File: src/hdl/l2_mem_pkg.sv
/*
 * L2 scratchpad shared definitions
 * Bus widths, SRAM cut geometry, response codes and the channel
 * structs of the single-beat AXI-style slave port.
 */

`default_nettype none

package l2_mem_pkg;

  // Bus geometry
  localparam int unsigned AddrWidth = 32;
  localparam int unsigned DataWidth = 64;
  localparam int unsigned StrbWidth = DataWidth / 8;

  // One SRAM macro, keep in line with the cut that gets instantiated
  localparam int unsigned CutDataWidth = 32;
  localparam int unsigned CutNumWords  = 256;
  localparam int unsigned NumParCuts   = DataWidth / CutDataWidth;

  typedef logic [AddrWidth-1:0] addr_t;
  typedef logic [DataWidth-1:0] data_t;
  typedef logic [StrbWidth-1:0] strb_t;
  typedef logic [1:0]           resp_t;

  localparam resp_t RespOkay   = 2'b00;
  localparam resp_t RespSlvErr = 2'b10;

  typedef struct packed {
    addr_t addr;
  } aw_chan_t;

  typedef struct packed {
    data_t data;
    strb_t strb;
  } w_chan_t;

  typedef struct packed {
    resp_t resp;
  } b_chan_t;

  typedef struct packed {
    addr_t addr;
  } ar_chan_t;

  typedef struct packed {
    data_t data;
    resp_t resp;
  } r_chan_t;

  // Word request from the protocol converter to the cut array
  typedef struct packed {
    addr_t addr;
    logic  we;
    data_t wdata;
    strb_t strb;
  } mem_req_t;

endpackage

`default_nettype wire

File: src/hdl/axi_lite_to_mem.sv
/*
 * Single-beat AXI-style slave to memory request converter
 * Handles one transaction at a time with reads taking priority.
 * The accepted request is range checked against N_BYTES, issued as
 * one word request, and its response is queued in a stream register.
 */

`default_nettype none

module axi_lite_to_mem import l2_mem_pkg::*; #(
  parameter int unsigned N_BYTES = 4096
) (
  input  wire logic     clk_i,
  input  wire logic     rst_ni,
  // Write address
  input  wire logic     aw_valid_i,
  output logic          aw_ready_o,
  input  wire aw_chan_t aw_i,
  // Write data
  input  wire logic     w_valid_i,
  output logic          w_ready_o,
  input  wire w_chan_t  w_i,
  // Write response
  output logic          b_valid_o,
  input  wire logic     b_ready_i,
  output b_chan_t       b_o,
  // Read address
  input  wire logic     ar_valid_i,
  output logic          ar_ready_o,
  input  wire ar_chan_t ar_i,
  // Read data
  output logic          r_valid_o,
  input  wire logic     r_ready_i,
  output r_chan_t       r_o,
  // Memory side
  output logic          mem_req_valid_o,
  output mem_req_t      mem_req_o,
  input  wire data_t    mem_rdata_i
);

  typedef enum logic [2:0] {
    StInit,
    StIdle,
    StCheck,
    StMem,
    StResp
  } state_e;

  state_e  state_q, state_d;
  logic    is_read_q, in_range_q;
  addr_t   addr_q;
  data_t   wdata_q;
  strb_t   strb_q;
  logic    rsp_free, accept_ar, accept_wr, wr_ready;
  logic    b_push, b_push_ready, r_push, r_push_ready;
  resp_t   rsp_code;
  b_chan_t b_push_data;
  r_chan_t r_push_data;

  // Both response slots must be free or draining before a new accept
  assign rsp_free   = b_push_ready && r_push_ready;
  assign ar_ready_o = (state_q == StIdle) && rsp_free;
  // AW and W only go together, and only when no read is offered
  assign wr_ready   = (state_q == StIdle) && rsp_free && !ar_valid_i &&
                      aw_valid_i && w_valid_i;
  assign aw_ready_o = wr_ready;
  assign w_ready_o  = wr_ready;

  assign accept_ar = ar_valid_i && ar_ready_o;
  assign accept_wr = aw_valid_i && wr_ready;

  always_comb begin
    state_d = state_q;
    unique case (state_q)
      StInit:  state_d = StIdle;
      StIdle:  if (accept_ar || accept_wr) state_d = StCheck;
      StCheck: state_d = StMem;
      StMem:   state_d = StResp;
      StResp: begin
        if (is_read_q ? r_push_ready : b_push_ready) begin
          state_d = StIdle;
        end
      end
      default: state_d = StInit;
    endcase
  end

  always_ff @(posedge clk_i or negedge rst_ni) begin
    if (!rst_ni) begin
      state_q    <= StInit;
      is_read_q  <= 1'b0;
      in_range_q <= 1'b0;
    end else begin
      state_q <= state_d;
      if (accept_ar || accept_wr) begin
        is_read_q <= accept_ar;
      end
      // Registered compare keeps the range check off the issue path
      if (state_q == StCheck) begin
        in_range_q <= addr_q < addr_t'(N_BYTES);
      end
    end
  end

  // Request payload
  always_ff @(posedge clk_i) begin
    if (accept_ar) begin
      addr_q <= ar_i.addr;
    end else if (accept_wr) begin
      addr_q  <= aw_i.addr;
      wdata_q <= w_i.data;
      strb_q  <= w_i.strb;
    end
  end

  // Out-of-range requests never reach the array
  assign mem_req_valid_o = (state_q == StMem) && in_range_q;
  assign mem_req_o.addr  = addr_q;
  assign mem_req_o.we    = !is_read_q;
  assign mem_req_o.wdata = wdata_q;
  assign mem_req_o.strb  = strb_q;

  // Read data arrives from the array while in StResp
  assign rsp_code         = in_range_q ? RespOkay : RespSlvErr;
  assign r_push           = (state_q == StResp) && is_read_q;
  assign b_push           = (state_q == StResp) && !is_read_q;
  assign r_push_data.data = in_range_q ? mem_rdata_i : '0;
  assign r_push_data.resp = rsp_code;
  assign b_push_data.resp = rsp_code;

  stream_reg #(
    .payload_t (b_chan_t)
  ) i_b_reg (
    .clk_i,
    .rst_ni,
    .valid_i (b_push),
    .ready_o (b_push_ready),
    .data_i  (b_push_data),
    .valid_o (b_valid_o),
    .ready_i (b_ready_i),
    .data_o  (b_o)
  );

  stream_reg #(
    .payload_t (r_chan_t)
  ) i_r_reg (
    .clk_i,
    .rst_ni,
    .valid_i (r_push),
    .ready_o (r_push_ready),
    .data_i  (r_push_data),
    .valid_o (r_valid_o),
    .ready_i (r_ready_i),
    .data_o  (r_o)
  );

endmodule

`default_nettype wire

File: src/hdl/stream_reg.sv
/*
 * One-entry valid/ready register
 * Holds a single payload of any type from the load edge until the
 * output transfer. Accepts a new entry while draining the old one.
 */

`default_nettype none

module stream_reg #(
  parameter type payload_t = logic
) (
  input  wire logic     clk_i,
  input  wire logic     rst_ni,
  // Input side
  input  wire logic     valid_i,
  output logic          ready_o,
  input  wire payload_t data_i,
  // Output side
  output logic          valid_o,
  input  wire logic     ready_i,
  output payload_t      data_o
);

  logic     full_q;
  payload_t data_q;

  // Empty, or the current entry leaves on this edge
  assign ready_o = !full_q || ready_i;

  always_ff @(posedge clk_i or negedge rst_ni) begin
    if (!rst_ni) begin
      full_q <= 1'b0;
    end else if (ready_o) begin
      full_q <= valid_i;
    end
  end

  always_ff @(posedge clk_i) begin
    if (valid_i && ready_o) begin
      data_q <= data_i;
    end
  end

  assign valid_o = full_q;
  assign data_o  = data_q;

endmodule

`default_nettype wire

File: config.mk
export PLATFORM = sky130hd
export DESIGN_NAME = axi_lite_to_mem
export DESIGN_NICKNAME = d
export VERILOG_FILES = /design/src/hdl/l2_mem_pkg.sv /design/src/hdl/axi_lite_to_mem.sv /design/src/hdl/stream_reg.sv
export SDC_FILE = /design/constraint.sdc
export NUM_CORES = 1
export LEC_CHECK = 0
export BUFFER_PORTS_ARGS = -buffer_cell sky130_fd_sc_hd__buf_2
export CAP_MARGIN = 20
export CORE_AREA = 2 2 149 151
export DETAILED_ROUTE_END_ITERATION = 8
export DIE_AREA = 0 0 151 153
export MAX_ROUTING_LAYER = met4
export PLACE_DENSITY = 0.59
export SLEW_MARGIN = 10
export SYNTH_ARGS = -nofsm -noshare
export SYNTH_HDL_FRONTEND = slang
export SYNTH_SLANG_ARGS = --single-unit
File: constraint.sdc
create_clock -name clk_i -period 12.55 [get_ports clk_i]
set_input_delay 3.765 -clock clk_i [delete_from_list [all_inputs] [get_ports clk_i]]
set_output_delay 3.765 -clock clk_i [all_outputs]
set_load 0.005 [all_outputs]
==> run metrics <==
area leader, netlist=edfxtp_1; worst-path maximum fanout=6; Slowest cell on crit path=nor4_1; Chip Height=153 um; post-synthesis simple-gate area fraction=9.094%; Final Hold Violating Endpoints=0; unrepaired setup endpoints after global routing=false; count of pins over their slew limit=0; Layout Skew=0.01432 ns; CP Class=input pin to output port; Netlist cell types=31; leak pwr=3.929 nW; dpl cell area=0.008745 mm^2; most instantiated cells after synthesis=170 x edfxtp_1, 64 x and2_1, 29 x mux2_4; startpoint class of the critical path=input pin; Least-Margin Pin Slew=0.9637 ns; Via density=4.177; Fin Setup TNS=0 ns; Int Power=1.159 mW; I/O Buffers=383; Worst R2R Setup Slack=9.89 ns; Clock Tree Root=clkbuf_16; sequential area share after synthesis=80.80%; post-route cell area=0.009323 mm^2; Resized cells post-CTS=0; clock share of power=32.3%; Layout Nets=931; number of synthesized flops with an enable pin=170; drt drc=0; DP HPWL=12590 um; VDD IR max=0.1025 mV; most frequent cell after synthesis=edfxtp_1; Syn Area/Cell=19.80 um^2; critical path launch point=b_ready_i; vias in the first global route=4298; top cells by area, synth=edfxtp_1 78%, mux2_4 6.7%, and2_1 6.1%; area delta synth->final=42.66%; f_max=114.2 MHz; GRT Overall Usage=14.28%; min-delay src=i_r_reg.valid_o$_DFFE_PN0N_; Max H-tree Level=4; Starting Density=30.42%; multiplexer share of the synthesized area=7.180%; Async SR Flop Fraction=3.955%; Num CTS Buffers=17; combinational share of power=17.8%; Layout fillers=2007; Cell Chain, Critical Path=buf_2 -> and2b_2 -> nor4_1 -> nor2b_1 -> buf_2; first-pass GRT wire length=23780 um; layout cell share with drive strength beyond 1=62.28%; Storage cell area=0.005280 mm^2; drt pass-1 iters=4; die width=151 um; Rel. slew slack=35.76%; area of the mapped netlist=0.006535 mm^2; worst min-delay path class=register to register; clk_lat worst skew=0.42 ns; multi-input logic area=0.001152 mm^2; TritonCTS clock tree=done; CTS sink cnt=177; cts hold-fix bufs=0; Synth Area in XOR/XNOR=0%; Most Frequent Cell on Critical Path=buf_2; Post-CTS Setup Inserts=0; Worst Path Arrival=4.99 ns; setup slack after layout=3.795 ns; number of routed nets with antenna violations=0; # rows=54; Flop pwr share=49.8%; initial antenna violation count=1; core area=0.02149 mm^2; WHS=0.5366 ns; DR vias=4252; compound-gate portion of the synthesized area=0.9190%; Remaining Overflow, GRT=0; dpl cells=985; max-cap violations=0; Routed WL=16620 um; Net Sw Power=419.6 uW; final setup vio count=0; DP Worst Slack=3.838 ns; Die Area=0.02310 mm^2; Switching Fraction=26.58%; Crit path largest cell delay=0.42 ns; Min Clock Period, post-route=8.755 ns; fin cells=1018; main combinational cell family by area after synthesis=simple AND/OR/NAND/NOR gates; Max Buffers Root-to-Sink=2; Required @ worst endpoint=8.78 ns; Critical R2R Launch=state_q[2]$_DFFE_PN0P_; Setup crit end kind=output port; Worst-path clk slew=0.07 ns; Final Util=43.39%; Mapped Cells=330; largest net degree at the start of global routing=73; Syn. warnings=0; PwrDens=169.3 mW/mm^2; First DRT Iteration DRCs=167; WL per Instance=16.32 um; Design Power=1.579 mW; share of the synthesized area in the top cell type=78.12%; final RePlAce weighted congestion=0.7629; period utilization=69.76%; register bit total from synthesis=177; post-synthesis adder-cell area fraction=0%; I/O pins=386; Top FF cell, synth=edfxtp_1; outcome=completed
## worst max-delay path: cells and delay by family
kind / cells / cell delay, ns
buffers and inverters: 2 / 0.25
AND/OR/NAND/NOR: 3 / 0.97
## per-layer routing
metal,part of all wire (%),vias to the layer above,GRT usage [%]
li1,-,2022,-
met1,39,1957,15.94
met2,50,244,23.55
met3,8.8,29,4.716
met4,2.6,0,5.652
met5,0,-,-
## layout by cell type (no fill, tap or decap), drive strengths merged
cell type / synthesis / final
and2: 64 / 64
nand3b: 2 / 2
nor2b: 3 / 3
edfxtp: 170 / 170
or4b: 1 / 1
nand2: 3 / 3
diode: 0 / 1
inv: 2 / 7
nor2: 3 / 3
a21boi: 1 / 1
or2: 1 / 1
o22ai: 1 / 1
clkinv: 0 / 9
clkbuf: 7 / 17
a21oi: 1 / 1
nor3: 2 / 2
o211ai: 1 / 1
o21ba: 1 / 1
or3b: 1 / 1
o311ai: 1 / 1
clkinvlp: 0 / 1
mux2: 32 / 32
buf: 7 / 388
and2b: 2 / 2
nand2b: 2 / 2
o21ai: 3 / 3
nor3b: 1 / 1
dfrtp: 7 / 7
conb: 1 / 2
nand3: 3 / 3
nor4: 7 / 7
## sequential cells by signal, summed over array words and instances, names as in the netlist
register	flops
addr_q	32
i_b_reg.data_o	1
i_b_reg.valid_o	1
i_r_reg.data_o	65
i_r_reg.valid_o	1
in_range_q	1
is_read_q	1
state_q	3
strb_q	8
wdata_q	64
## worst paths after layout
check | to | cells past startpoint
worst max-delay path | aw_ready_o | 5
worst min-delay path | i_r_reg.valid_o$_DFFE_PN0N_ | 2
worst max register to register | strb_q[6]$_DFFE_PP_ | 4
worst min register to register | i_r_reg.valid_o$_DFFE_PN0N_ | 2
max in group asynchronous | state_q[1]$_DFFE_PN0P_ | 1
min in group asynchronous | i_r_reg.valid_o$_DFFE_PN0N_ | 1
## cell families after synthesis
group / after synthesis
AO/OA/AOI/OAI: 9
flip-flops: 177
AND/OR/NAND/NOR: 95
multiplexers: 32
other: 1
buffers and inverters: 16
## area by class of cell
class	count	area share (%)
inverters	2	0.08053
clock inverters	15	1.611
multi-input cells	138	12.36
repair buffers	388	20.96
well taps	280	3.758
flip-flops and latches	177	56.64
clock buffers	17	4.563
diodes	1	0.02684
## power groups by stage
stage	Clock, mW	Sequential (mW)	Combinational [mW]
final	0.511	0.787	0.281
after CTS	0.529	0.788	0.287
after global routing	0.551	0.796	0.305
after floorplan	0	0.814	0.146
after global placement	0	0.797	0.286
after detailed placement	0	0.800	0.287
(Power assumes the default switching activity.)
